### src/hw/fw_pkg.sv
`default_nettype none

package fw_pkg;

    // one SHAKE input or output word
    typedef logic [31:0] word_t;

    // secret seed geometry, 320 bits
    localparam int SEED_WORDS = 10;
    typedef logic [3:0] seed_addr_t;

    // SHAKE command words
    localparam word_t SEED_LEN_WORD   = 32'h8000_0148;
    localparam word_t DOMAIN_SEP_WORD = 32'h0000_0002;
    // squeeze command, output bit count is added on top
    localparam word_t SQUEEZE_BASE    = 32'h4000_0000;

    // feeder output select
    typedef enum logic [1:0] {
        FEED_SQUEEZE,
        FEED_LENGTH,
        FEED_SEED,
        FEED_DOMAIN
    } feed_sel_e;

endpackage

`default_nettype wire

### src/hw/loc_mem_if.sv
`timescale 1ns/10ps
`default_nettype none

interface loc_mem_if #(
    parameter int ADDR_W = 7,
    parameter int DATA_W = 15
);
    logic              req;
    logic              we;
    logic [ADDR_W-1:0] addr;
    logic [DATA_W-1:0] wdata;
    logic              gnt;
    // valid the cycle after a granted read
    logic [DATA_W-1:0] rdata;

    modport requester (output req, we, addr, wdata, input gnt, rdata);
    modport arbiter (input req, we, addr, wdata, output gnt, rdata);

endinterface

`default_nettype wire

### src/hw/duplicate_fixer.sv
`timescale 1ns/10ps
`default_nettype none

module duplicate_fixer #(
    parameter int WEIGHT = 75
) (
    input  logic         clk,
    input  logic         rst,
    input  logic         load_done,
    output logic         done,
    loc_mem_if.requester mem
);
    localparam int IDX_W = $clog2(WEIGHT);
    localparam int LOC_W = $bits(mem.wdata);

    typedef enum logic [2:0] {
        S_IDLE,
        S_RD_I,
        S_CAP_I,
        S_RD_J,
        S_CMP,
        S_WR,
        S_NEXT
    } state_e;

    state_e           state;
    logic [IDX_W-1:0] idx_i;
    logic [IDX_W-1:0] idx_j;
    logic [LOC_W-1:0] loc_i;

    assign mem.req   = (state == S_RD_I) || (state == S_RD_J) || (state == S_WR);
    assign mem.we    = (state == S_WR);
    assign mem.addr  = (state == S_RD_J) ? idx_j : idx_i;
    // a repeated location is replaced by its own index
    assign mem.wdata = LOC_W'(idx_i);

    always_ff @(posedge clk) begin
        if (state == S_CAP_I) begin
            loc_i <= mem.rdata;
        end
    end

    always_ff @(posedge clk) begin
        if (rst) begin
            state <= S_IDLE;
            done  <= 1'b0;
            idx_i <= '0;
            idx_j <= '0;
        end else begin
            done <= 1'b0;
            case (state)
                S_IDLE: begin
                    if (load_done) begin
                        idx_i <= IDX_W'(WEIGHT - 2);
                        state <= S_RD_I;
                    end
                end
                S_RD_I: begin
                    if (mem.gnt) begin
                        state <= S_CAP_I;
                    end
                end
                S_CAP_I: begin
                    idx_j <= idx_i + 1'b1;
                    state <= S_RD_J;
                end
                S_RD_J: begin
                    if (mem.gnt) begin
                        state <= S_CMP;
                    end
                end
                S_CMP: begin
                    // first match ends the inner scan
                    if (mem.rdata == loc_i) begin
                        state <= S_WR;
                    end else if (idx_j == IDX_W'(WEIGHT - 1)) begin
                        state <= S_NEXT;
                    end else begin
                        idx_j <= idx_j + 1'b1;
                        state <= S_RD_J;
                    end
                end
                S_WR: begin
                    if (mem.gnt) begin
                        state <= S_NEXT;
                    end
                end
                default: begin
                    if (idx_i == '0) begin
                        done  <= 1'b1;
                        state <= S_IDLE;
                    end else begin
                        idx_i <= idx_i - 1'b1;
                        state <= S_RD_I;
                    end
                end
            endcase
        end
    end

endmodule

`default_nettype wire

### src/hw/fixed_weight_top.sv
`timescale 1ns/10ps
`default_nettype none

module fixed_weight_top #(
    parameter int N      = 17669,
    parameter int WEIGHT = 75
) (
    input  logic                      clk,
    input  logic                      rst,
    input  logic                      start,
    input  logic                      seed_wen,
    input  fw_pkg::seed_addr_t        seed_addr,
    input  fw_pkg::word_t             seed_word,
    output fw_pkg::word_t             shake_din,
    output logic                      shake_din_valid,
    input  fw_pkg::word_t             shake_dout,
    input  logic                      shake_dout_valid,
    output logic                      shake_dout_ready,
    input  logic                      rd_en,
    input  logic [$clog2(WEIGHT)-1:0] rd_addr,
    output logic [$clog2(N)-1:0]      error_loc,
    output logic                      done
);
    localparam int LOC_W = $clog2(N);
    localparam int IDX_W = $clog2(WEIGHT);

    logic load_done;

    loc_mem_if #(.ADDR_W(IDX_W), .DATA_W(LOC_W)) smp_mem ();
    loc_mem_if #(.ADDR_W(IDX_W), .DATA_W(LOC_W)) fix_mem ();

    shake_feeder #(
        .WEIGHT(WEIGHT)
    ) feeder_i (
        .clk            (clk),
        .rst            (rst),
        .start          (start),
        .seed_wen       (seed_wen),
        .seed_addr      (seed_addr),
        .seed_word      (seed_word),
        .shake_din      (shake_din),
        .shake_din_valid(shake_din_valid)
    );

    location_sampler #(
        .N     (N),
        .WEIGHT(WEIGHT)
    ) sampler_i (
        .clk             (clk),
        .rst             (rst),
        .start           (start),
        .shake_dout      (shake_dout),
        .shake_dout_valid(shake_dout_valid),
        .shake_dout_ready(shake_dout_ready),
        .load_done       (load_done),
        .mem             (smp_mem.requester)
    );

    duplicate_fixer #(
        .WEIGHT(WEIGHT)
    ) fixer_i (
        .clk      (clk),
        .rst      (rst),
        .load_done(load_done),
        .done     (done),
        .mem      (fix_mem.requester)
    );

    loc_mem_arbiter #(
        .N     (N),
        .WEIGHT(WEIGHT)
    ) arbiter_i (
        .clk      (clk),
        .rst      (rst),
        .rd_en    (rd_en),
        .rd_addr  (rd_addr),
        .error_loc(error_loc),
        .fix_port (fix_mem.arbiter),
        .smp_port (smp_mem.arbiter)
    );

endmodule

`default_nettype wire

### src/hw/loc_mem_arbiter.sv
`timescale 1ns/10ps
`default_nettype none

module loc_mem_arbiter #(
    parameter int N      = 17669,
    parameter int WEIGHT = 75
) (
    input  logic                      clk,
    input  logic                      rst,
    input  logic                      rd_en,
    input  logic [$clog2(WEIGHT)-1:0] rd_addr,
    output logic [$clog2(N)-1:0]      error_loc,
    loc_mem_if.arbiter                fix_port,
    loc_mem_if.arbiter                smp_port
);
    localparam int LOC_W = $clog2(N);
    localparam int IDX_W = $clog2(WEIGHT);

    typedef enum logic [1:0] {OWN_NONE, OWN_FIX, OWN_SMP, OWN_EXT} owner_e;

    logic [LOC_W-1:0] loc_mem [WEIGHT];
    logic [LOC_W-1:0] rd_q;
    owner_e           owner_d;
    owner_e           owner_q;
    logic [IDX_W-1:0] addr;
    logic             we;
    logic [LOC_W-1:0] wdata;

    // fixed priority: fixer, sampler, external readout
    always_comb begin
        fix_port.gnt = fix_port.req;
        smp_port.gnt = smp_port.req && !fix_port.req;
        if (fix_port.req) begin
            owner_d = OWN_FIX;
            addr    = fix_port.addr;
            we      = fix_port.we;
            wdata   = fix_port.wdata;
        end else if (smp_port.req) begin
            owner_d = OWN_SMP;
            addr    = smp_port.addr;
            we      = smp_port.we;
            wdata   = smp_port.wdata;
        end else begin
            owner_d = rd_en ? OWN_EXT : OWN_NONE;
            addr    = rd_addr;
            we      = 1'b0;
            wdata   = '0;
        end
    end

    // single port, one access per cycle
    always_ff @(posedge clk) begin
        if (owner_d != OWN_NONE) begin
            if (we) begin
                loc_mem[addr] <= wdata;
            end else begin
                rd_q <= loc_mem[addr];
            end
        end
    end

    // remember who owns the read data of the next cycle
    always_ff @(posedge clk) begin
        if (rst) begin
            owner_q <= OWN_NONE;
        end else begin
            owner_q <= we ? OWN_NONE : owner_d;
        end
    end

    assign fix_port.rdata = (owner_q == OWN_FIX) ? rd_q : '0;
    assign smp_port.rdata = (owner_q == OWN_SMP) ? rd_q : '0;
    assign error_loc      = (owner_q == OWN_EXT) ? rd_q : '0;

endmodule

`default_nettype wire

### src/hw/location_sampler.sv
`timescale 1ns/10ps
`default_nettype none

module location_sampler #(
    parameter int N      = 17669,
    parameter int WEIGHT = 75
) (
    input  logic          clk,
    input  logic          rst,
    input  logic          start,
    input  fw_pkg::word_t shake_dout,
    input  logic          shake_dout_valid,
    output logic          shake_dout_ready,
    output logic          load_done,
    loc_mem_if.requester  mem
);
    import fw_pkg::*;

    localparam int LOC_W = $clog2(N);
    localparam int IDX_W = $clog2(WEIGHT);

    typedef enum logic [1:0] {S_IDLE, S_TAKE, S_REDUCE, S_WRITE} state_e;

    state_e           state;
    word_t            word_q;
    logic [IDX_W-1:0] idx;
    logic [LOC_W-1:0] n_minus_i;
    logic             red_start;
    logic             red_done;
    logic [LOC_W-1:0] red_rem;

    mod_reducer #(
        .N(N)
    ) reducer_i (
        .clk      (clk),
        .rst      (rst),
        .start    (red_start),
        .dividend (word_q),
        .divisor  (n_minus_i),
        .done     (red_done),
        .remainder(red_rem)
    );

    // location_i = i + (r_i mod (N - i)), written at address i
    assign mem.req   = (state == S_WRITE);
    assign mem.we    = 1'b1;
    assign mem.addr  = idx;
    assign mem.wdata = LOC_W'(idx) + red_rem;

    always_ff @(posedge clk) begin
        if (state == S_TAKE && shake_dout_valid && shake_dout_ready) begin
            word_q <= shake_dout;
        end
    end

    always_ff @(posedge clk) begin
        if (rst) begin
            state            <= S_IDLE;
            shake_dout_ready <= 1'b0;
            load_done        <= 1'b0;
            red_start        <= 1'b0;
            idx              <= '0;
            n_minus_i        <= LOC_W'(N);
        end else begin
            load_done <= 1'b0;
            red_start <= 1'b0;
            case (state)
                S_IDLE: begin
                    if (start) begin
                        state            <= S_TAKE;
                        shake_dout_ready <= 1'b1;
                        idx              <= '0;
                        n_minus_i        <= LOC_W'(N);
                    end
                end
                S_TAKE: begin
                    if (shake_dout_valid && shake_dout_ready) begin
                        shake_dout_ready <= 1'b0;
                        red_start        <= 1'b1;
                        state            <= S_REDUCE;
                    end
                end
                S_REDUCE: begin
                    if (red_done) begin
                        state <= S_WRITE;
                    end
                end
                default: begin
                    // wait for the arbiter, then take the next word
                    if (mem.gnt) begin
                        if (idx == IDX_W'(WEIGHT - 1)) begin
                            state     <= S_IDLE;
                            load_done <= 1'b1;
                        end else begin
                            idx              <= idx + 1'b1;
                            n_minus_i        <= n_minus_i - 1'b1;
                            shake_dout_ready <= 1'b1;
                            state            <= S_TAKE;
                        end
                    end
                end
            endcase
        end
    end

endmodule

`default_nettype wire

### src/hw/mod_reducer.sv
`timescale 1ns/10ps
`default_nettype none

module mod_reducer #(
    parameter int N = 17669
) (
    input  logic                 clk,
    input  logic                 rst,
    input  logic                 start,
    input  fw_pkg::word_t        dividend,
    input  logic [$clog2(N)-1:0] divisor,
    output logic                 done,
    output logic [$clog2(N)-1:0] remainder
);
    import fw_pkg::*;

    localparam int LOC_W = $clog2(N);

    word_t          shift_q;
    logic [4:0]     bit_cnt;
    logic           busy;
    logic [LOC_W:0] trial;

    // partial remainder with the next dividend bit shifted in
    assign trial = {remainder, shift_q[31]};

    always_ff @(posedge clk) begin
        if (rst) begin
            busy    <= 1'b0;
            done    <= 1'b0;
            bit_cnt <= '0;
        end else begin
            done <= 1'b0;
            if (!busy) begin
                if (start) begin
                    busy    <= 1'b1;
                    bit_cnt <= '0;
                end
            end else begin
                bit_cnt <= bit_cnt + 1'b1;
                // 32 steps after the load cycle
                if (bit_cnt == 5'd31) begin
                    busy <= 1'b0;
                    done <= 1'b1;
                end
            end
        end
    end

    // restoring shift and subtract
    always_ff @(posedge clk) begin
        if (!busy && start) begin
            shift_q   <= dividend;
            remainder <= '0;
        end else if (busy) begin
            shift_q <= {shift_q[30:0], 1'b0};
            if (trial >= {1'b0, divisor}) begin
                remainder <= LOC_W'(trial - {1'b0, divisor});
            end else begin
                remainder <= trial[LOC_W-1:0];
            end
        end
    end

endmodule

`default_nettype wire

### src/hw/shake_feeder.sv
`timescale 1ns/10ps
`default_nettype none

module shake_feeder #(
    parameter int WEIGHT = 75
) (
    input  logic               clk,
    input  logic               rst,
    input  logic               start,
    input  logic               seed_wen,
    input  fw_pkg::seed_addr_t seed_addr,
    input  fw_pkg::word_t      seed_word,
    output fw_pkg::word_t      shake_din,
    output logic               shake_din_valid
);
    import fw_pkg::*;

    // 32 bits per location, rounded up to whole 64-bit lanes
    localparam int    SQUEEZE_BITS = ((32 * WEIGHT + 63) / 64) * 64;
    localparam word_t SQUEEZE_WORD = SQUEEZE_BASE + word_t'(SQUEEZE_BITS);

    word_t      seed_mem [SEED_WORDS];
    feed_sel_e  sel;
    seed_addr_t seed_ptr;
    logic       busy;

    always_ff @(posedge clk) begin
        if (seed_wen) begin
            seed_mem[seed_addr] <= seed_word;
        end
    end

    // strobe, then one idle cycle in which the next word is selected
    always_ff @(posedge clk) begin
        if (rst) begin
            busy            <= 1'b0;
            sel             <= FEED_SQUEEZE;
            seed_ptr        <= '0;
            shake_din_valid <= 1'b0;
        end else if (!busy) begin
            if (start) begin
                busy            <= 1'b1;
                sel             <= FEED_SQUEEZE;
                seed_ptr        <= '0;
                shake_din_valid <= 1'b1;
            end
        end else if (shake_din_valid) begin
            shake_din_valid <= 1'b0;
        end else begin
            case (sel)
                FEED_SQUEEZE: begin
                    sel             <= FEED_LENGTH;
                    shake_din_valid <= 1'b1;
                end
                FEED_LENGTH: begin
                    sel             <= FEED_SEED;
                    shake_din_valid <= 1'b1;
                end
                FEED_SEED: begin
                    if (seed_ptr == seed_addr_t'(SEED_WORDS - 1)) begin
                        sel <= FEED_DOMAIN;
                    end else begin
                        seed_ptr <= seed_ptr + 1'b1;
                    end
                    shake_din_valid <= 1'b1;
                end
                default: begin
                    // domain separator was the last word
                    busy <= 1'b0;
                end
            endcase
        end
    end

    always_comb begin
        case (sel)
            FEED_SQUEEZE: shake_din = SQUEEZE_WORD;
            FEED_LENGTH:  shake_din = SEED_LEN_WORD;
            FEED_SEED:    shake_din = seed_mem[seed_ptr];
            default:      shake_din = DOMAIN_SEP_WORD;
        endcase
    end

endmodule

`default_nettype wire

### config.mk
export PLATFORM = sky130hd
export DESIGN_NAME = fixed_weight_top
export DESIGN_NICKNAME = d
export VERILOG_FILES = /design/src/hw/fw_pkg.sv /design/src/hw/loc_mem_if.sv /design/src/hw/duplicate_fixer.sv /design/src/hw/fixed_weight_top.sv /design/src/hw/loc_mem_arbiter.sv /design/src/hw/location_sampler.sv /design/src/hw/mod_reducer.sv /design/src/hw/shake_feeder.sv
export SDC_FILE = /design/constraint.sdc
export NUM_CORES = 2
export LEC_CHECK = 0
export BUFFER_PORTS_ARGS = -buffer_cell sky130_fd_sc_hd__buf_2
export CORE_MARGIN = 2
export CORE_UTILIZATION = 40
export CTS_BUF_LIST = sky130_fd_sc_hd__clkbuf_8 sky130_fd_sc_hd__clkbuf_16
export DETAILED_ROUTE_END_ITERATION = 7
export GPL_ROUTABILITY_DRIVEN = 0
export MAX_ROUTING_LAYER = met4
export PLACE_DENSITY = 0.53
export RECOVER_POWER = 25
export SLEW_MARGIN = 25
export SYNTH_ARGS = -nofsm -noshare
export SYNTH_HDL_FRONTEND = slang
export SYNTH_SLANG_ARGS = --single-unit
### constraint.sdc
create_clock -name clk -period 7.3 [get_ports clk]
set_input_delay 1.46 -clock clk [delete_from_list [all_inputs] [get_ports clk]]
set_output_delay 1.46 -clock clk [all_outputs]
set_load 0.005 [all_outputs]
* Word-level counts from Yosys, hierarchy flattened
Memory sizes are Yosys's and may differ from the RTL's. A register that Yosys moved wholly into a read port is not among the register bits.
Cells that the tools add are included.
Widths: inputs -> output; s select.
** Cells by class
- $add $sub $neg :: 9
- Magnitude comparators :: 1
- Eq/ne operators :: 34
- Mux-type cells :: 81
- Bitwise logic cells :: 7
- Reductions and logical operators :: 38
** Operators by type and width (count)
- $mux 15 :: 8
- $pmux 32 s3 :: 1
- $mux 7 :: 10
- $mux 32 :: 2
- $pmux 7 s2 :: 3
- $pmux 15 s2 :: 1
- $mux 4 :: 7
- $mux 1 :: 26
- $mux 2 :: 11
- $ne 2x2->1 const B :: 11
- $add 7x1->7 const B :: 3
- $reduce_and 4->1 :: 5
- $mux 3 :: 6
- $pmux 3 s6 :: 1
- $ge 16x15->1 :: 1
- $add 7x15->15 :: 1
- $eq 15x15->1 :: 1
- $sub 15x1->15 const B :: 1
- $sub 15x15->15 :: 1
- $eq 7x7->1 const B :: 2
- $pmux 2 s3 :: 2
- $reduce_bool 2->1 :: 6
- $mux 5 :: 2
- $reduce_or 5->1 :: 2
- 30 further kinds :: 56
** Word-level totals
- Bits in registers :: 156
- Bits in writable memories :: 1445
- Input bits :: 81
- Memories :: 2
** Memories
- arbiter_i.loc_mem :: words 75, width 15, rd ports 1, clocked after Yosys merged registers in 1, write ports 1, line loc_mem_arbiter.sv:21 : logic [LOC_W-1:0] loc_mem [WEIGHT];
- feeder_i.seed_mem :: words 10, width 32, rd ports 1, clocked after Yosys merged registers in 1, write ports 1, line shake_feeder.sv:22 : word_t seed_mem [SEED_WORDS];

* Longest topological paths before layout
- Word-level depth :: 7
- Gate-level depth with buffers :: 14

* Cells and area by module
Synthesis repeated with hierarchy kept, for this count alone.
** Unflattened totals
- Cells, all modules :: 4232
- Area, all modules :: 66453.7 um^2
** By module, submodules not included
- loc_mem_arbiter :: instances 1, cells each 2846, area an instance 45543.7 um^2, sequential area each 34272.9 um^2
- shake_feeder :: instances 1, cells each 601, area an instance 12769.7 um^2, sequential area each 9849.4 um^2
- mod_reducer :: instances 1, cells each 312, area an instance 3271.9 um^2, sequential area each 1401.3 um^2
- location_sampler :: instances 1, cells each 249, area an instance 2792.7 um^2, sequential area each 1501.4 um^2
- duplicate_fixer :: instances 1, cells each 224, area an instance 2075.7 um^2, sequential area each 810.8 um^2

* Worst setup path after synthesis
No wires, ideal clock.
- Kind :: register to register
- Start point :: register sampler_i.reducer_i.remainder[0]
- End point :: memory arbiter_i.loc_mem[0][4] (netlist name), data pin
- Library setup time :: 0.787 ns
- Arrival time :: 4.363 ns
- Setup slack :: 2.150 ns
- Stages on the path, launching flop included :: 7
- Clock period less this slack :: 5.150 ns
- Cells stage by stage :: dfxtp_1 ha_1 fa_1 a21o_1 a21oi_1 xnor2_1 o21ai_0
** On the way
- Word-level cells in the longest chain between the ends :: 3
** RTL lines
- start, declared :: line mod_reducer.sv:13 : output logic [$clog2(N)-1:0] remainder
- start signal, assigned :: line mod_reducer.sv:58 : remainder <= LOC_W'(trial - {1'b0, divisor});
- start signal, assigned :: line mod_reducer.sv:60 : remainder <= trial[LOC_W-1:0];
- $add 7x15->15 :: line location_sampler.sv:48 : assign mem.wdata = LOC_W'(idx) + red_rem;
- $mux 15 :: line loc_mem_arbiter.sv:38 : end else if (smp_port.req) begin
- $mux 15 :: line loc_mem_arbiter.sv:33 : if (fix_port.req) begin
- via arbiter_i.wdata[4] :: line loc_mem_arbiter.sv:27 : logic [LOC_W-1:0] wdata;
- end, declared :: line loc_mem_arbiter.sv:21
The timed path passes the listed nets, and every way through them passes these cells.

* Worst setup path after layout
- Start point :: register fixer_i.state[1]
- End point :: register arbiter_i.rd_q[14] (read register of arbiter_i.loc_mem), data pin
** On the way
- Word-level cells in the longest chain between the ends :: 6
- Elaborated cells between the ends (all ways) :: 12
- Classes of those cells :: 3 x eq/ne; 4 x mux; 1 x bitwise; 4 x reduce/logical
** RTL lines
- start, declared :: line duplicate_fixer.sv:26 : state_e state;
- start signal, assigned :: line duplicate_fixer.sv:45 : state <= S_IDLE;
- start signal, assigned :: line duplicate_fixer.sv:55 : state <= S_RD_I;
- start signal, assigned :: line duplicate_fixer.sv:60 : state <= S_CAP_I;
- $eq 3x1->1 or $eq 3x2->1 (tied branches) :: line duplicate_fixer.sv:31, duplicate_fixer.sv:33
- $logic_or 1x1->1 (2 in series) :: line duplicate_fixer.sv:31 : assign mem.req = (state == S_RD_I) || (state == S_RD_J) || (state == S_WR);
- $mux 2 or $mux 1 (tied branches) :: line loc_mem_arbiter.sv:33
- $reduce_bool 2->1 or $not 1->1 (tied branches)
- $reduce_and 2->1 (no line)
- end, declared :: line loc_mem_arbiter.sv:22 : logic [LOC_W-1:0] rd_q;
Several ways; a longest one is shown, not always the timed one.
A chain may end at the register's enable or synchronous reset.

==> metrics.md <==
| Metric | Value |
|---|---|
| Status | `finished with violations` |
| Failing checks | `capacitance limit, slew limit` |
| Area of the mapped netlist | `63470 µm²` |
| I/O pin count | `131` |
| Die width | `402.3 µm` |
| Worst vdd ir | `0.2427 mV` |
| Maxcap violations | `15` |
| Setup TNS | `0 ns` |
| Fin Clk Skew | `0.06138 ns` |
| Hold Path Class | `reg -> reg` |
| Min-delay src | `sampler_i.load_done` |
| Resized Gates After CTS | `0` |
| Chip height | `402.3 µm` |
| FMAX | `183.5 MHz` |
| Total CTS buffers | `168` |
| Congestion Overflow GR | `0` |
| Ratio of cells with drive above 1 in the final layout | `15.81%` |
| Crit path kind | `reg -> reg` |
| CP required | `7.82 ns` |
| Crit Reg-Reg Endpoint | `arbiter_i.rd_q[14]` |
| CP startpoint | `fixer_i.state[1]` |
| Slew Limit Fails | `405` |
| Setup repair bufs after CTS | `0` |
| Power density cells | `291.5 nW/µm²` |
| Tcrit/Tclk final | `74.65%` |
| Critical-path cell list | `a21bo_1, a211o_2, buf_12, nor2_1, buf_4, a32o_1, a221oi_1, a21oi_1, nor4_1, o221ai_1` |
| CTS Hold Bufs | `0` |
| CTS clk-pin slew, worst paths | `0.06 ns` |
| Initial antenna violation count | `2` |
| Final core utilization | `46.11%` |
| Setup ws final | `1.850 ns` |
| Final Hold Viols | `0` |
| Worst-Margin Slew | `2.727 ns` |
| Drt first pass iters | `6` |
| Post-synth EDFFs | `1539` |
| Ys async rst share | `0%` |
| CTS H-tree lvls | `4` |
| Commonest non-fill, non-tap cells in the layout | `edfxtp_1 (1539), a22oi_1 (278), nand2_1 (272)` |
| Clock root cell | `clkbuf_16` |
| Commonest non-fill, non-tap cell in the layout | `edfxtp_1` |
| Initial core utilization | `40.17%` |
| Largest net degree at the start of global routing | `89` |
| Critical Path Fanout Max | `50` |
| Die area | `161900 µm²` |
| Post-route ant nets | `0` |
| Setup crit end kind | `register` |
| Worst Hold Slack | `0.4796 ns` |
| Syn Area/Cell | `16.29 µm²` |
| Final setup viols | `0` |
| Unrepaired setup endpoints after global routing | `false` |
| Net count after synthesis | `4018` |
| Static leakage | `24.86 nW` |
| PnR Total Power | `21.24 mW` |
| Slew HR | `-81.78%` |
| Initial drt markers | `4374` |
| Final Routed Wirelength | `186800 µm` |
| Final Critical Period | `5.450 ns` |
| Synthesized instance count | `3896` |
| YS warnings | `0` |
| Startpoint class of the critical path | `register` |
| Fin nets | `4275` |
| DRC | `0` |
| CTS tree | `built` |
| HPWL after DPL | `110400 µm` |
| Slowest cell on crit path | `nor4_1` |
| R2R setup slack | `1.85 ns` |
| Primary FF master, synth | `edfxtp_1` |
| Post-synthesis sequential area ratio | `75.37%` |
| GRT Util Overall | `23.56%` |
| Synth Register Bits | `1620` |
| R2R cell count | `10` |
| Crit path capture | `arbiter_i.rd_q[14]` |
| Drt wl/cell | `29.34 µm` |
| Crit path DAT | `5.97 ns` |
| Clock Tree Buf Depth | `3` |
| Area grow syn2layout | `14.80%` |
| IO buf count | `130` |
| First-pass GRT wire length | `269300 µm` |
| Post-DR vias/cell | `5.926` |
| Fillcell total | `13590` |
| Vias post-DR | `37720` |
| R2R Path Start | `fixer_i.state[1]` |
| Cell variety after synth | `89` |
| Skew-Pair Late Insertion Delay | `0.84 ns` |
| Largest stage delay, worst path | `0.93 ns` |
| Clk sinks | `1620` |
| Row count | `146` |
| Dpl ws | `1.714 ns` |
| Vias in the first global route | `36360` |
| Core area | `158000 µm²` |
[kinds of logic (layout without fill, tap and decap cells)]
family,Yosys count,count (layout),synth area share (%)
flops,1620,1620,75.37
compound gates,962,962,11.01
simple gates,739,739,5.498
buf+inv,271,663,1.835
mux,210,210,4.727
xor+xnor,53,53,0.7313
fa+ha+maj,41,41,0.8319
other cells,0,4,0
[synthesized netlist by cell type, types with 67 or more instances]
library cell / instances / area share (%)
dfxtp_1: 81 / 2.6
clkbuf_1: 101 / 0.60
a22oi_1: 280 / 3.3
nor2_1: 188 / 1.1
o21ai_0: 67 / 0.53
nand2_1: 275 / 1.6
a221oi_1: 68 / 0.94
a211oi_1: 78 / 0.92
buf_2: 85 / 0.67
a21oi_1: 167 / 1.3
edfxtp_1: 1539 / 73
mux2i_1: 77 / 1.2
[report_power, final]
group	leakage, nW	total (mW)	switching (mW)	internal [mW]
Clock	2.78	8.30	3.69	4.61
Combinational	5.59	2.48	1.77	0.707
Sequential	16.5	10.5	0.206	10.2
Total	24.9	21.2	5.67	15.6
[worst max-delay path, delay by kind of cell, from the launching register on]
kind                   cells  cell delay (ns)
AOI/OAI and AO/OA          6             2.58
and+or+nand+nor            2             1.15
DFF                        1             0.73
buffers and inverters      2             0.61
[per-stage QoR]
| step | instances | instance area [µm²] |
|---|---|---|
| 6_report | 6364 | 72860 |
| 5_1_grt | 6362 | 72860 |
| 4_1_cts | 6359 | 73020 |
| 3_5_place_dp | 6054 | 67620 |
| 3_3_place_gp | 6049 | 67530 |
| 2_1_floorplan | 3896 | 63470 |
[cell type report]
cell class | count | area [µm²] | share of cell area [%]
clock buffer | 173 | 4284 | 5.880
multi-input combinational | 2005 | 14740 | 20.23
antenna | 4 | 10.01 | 0.01374
sequential | 1620 | 47840 | 65.66
inverter | 44 | 165.2 | 0.2267
timing repair buffer | 314 | 2111 | 2.897
clock inverter | 132 | 1119 | 1.535
tap | 2072 | 2592 | 3.558
[state kept, by name, summed over array words and instances, names as in the netlist, 15 cells and up, named ones only]
signal	flops
sampler_i.reducer_i.shift_q	32
sampler_i.reducer_i.remainder	15
fixer_i.loc_i	15
feeder_i.seed_mem	320
sampler_i.word_q	32
sampler_i.n_minus_i	15
arbiter_i.rd_q	15
arbiter_i.loc_mem	1125
[worst min-delay path by stage]
stage | cells after the start | slack, ns | endpoint
6_report | 2 | 0.48 | fixer_i.state[0]
5_1_grt | 2 | 0.51 | fixer_i.state[0]
4_1_cts | 2 | 0.49 | fixer_i.state[0]
3_5_place_dp | 2 | 0.48 | sampler_i.n_minus_i[5]
3_3_place_gp | 2 | 0.47 | sampler_i.n_minus_i[5]
2_1_floorplan | 2 | 0.45 | fixer_i.state[0]
[layer usage]
layer / GRT usage, % / routed length, µm / vias to the layer above
met3: 4.117 / 14760 / 295
li1: - / - / 16240
met4: 6.457 / 4926 / 0
met2: 35.03 / 85520 / 1633
met1: 33.47 / 81540 / 19550
met5: - / 0 / -
Power figures use the tool's default switching activity.
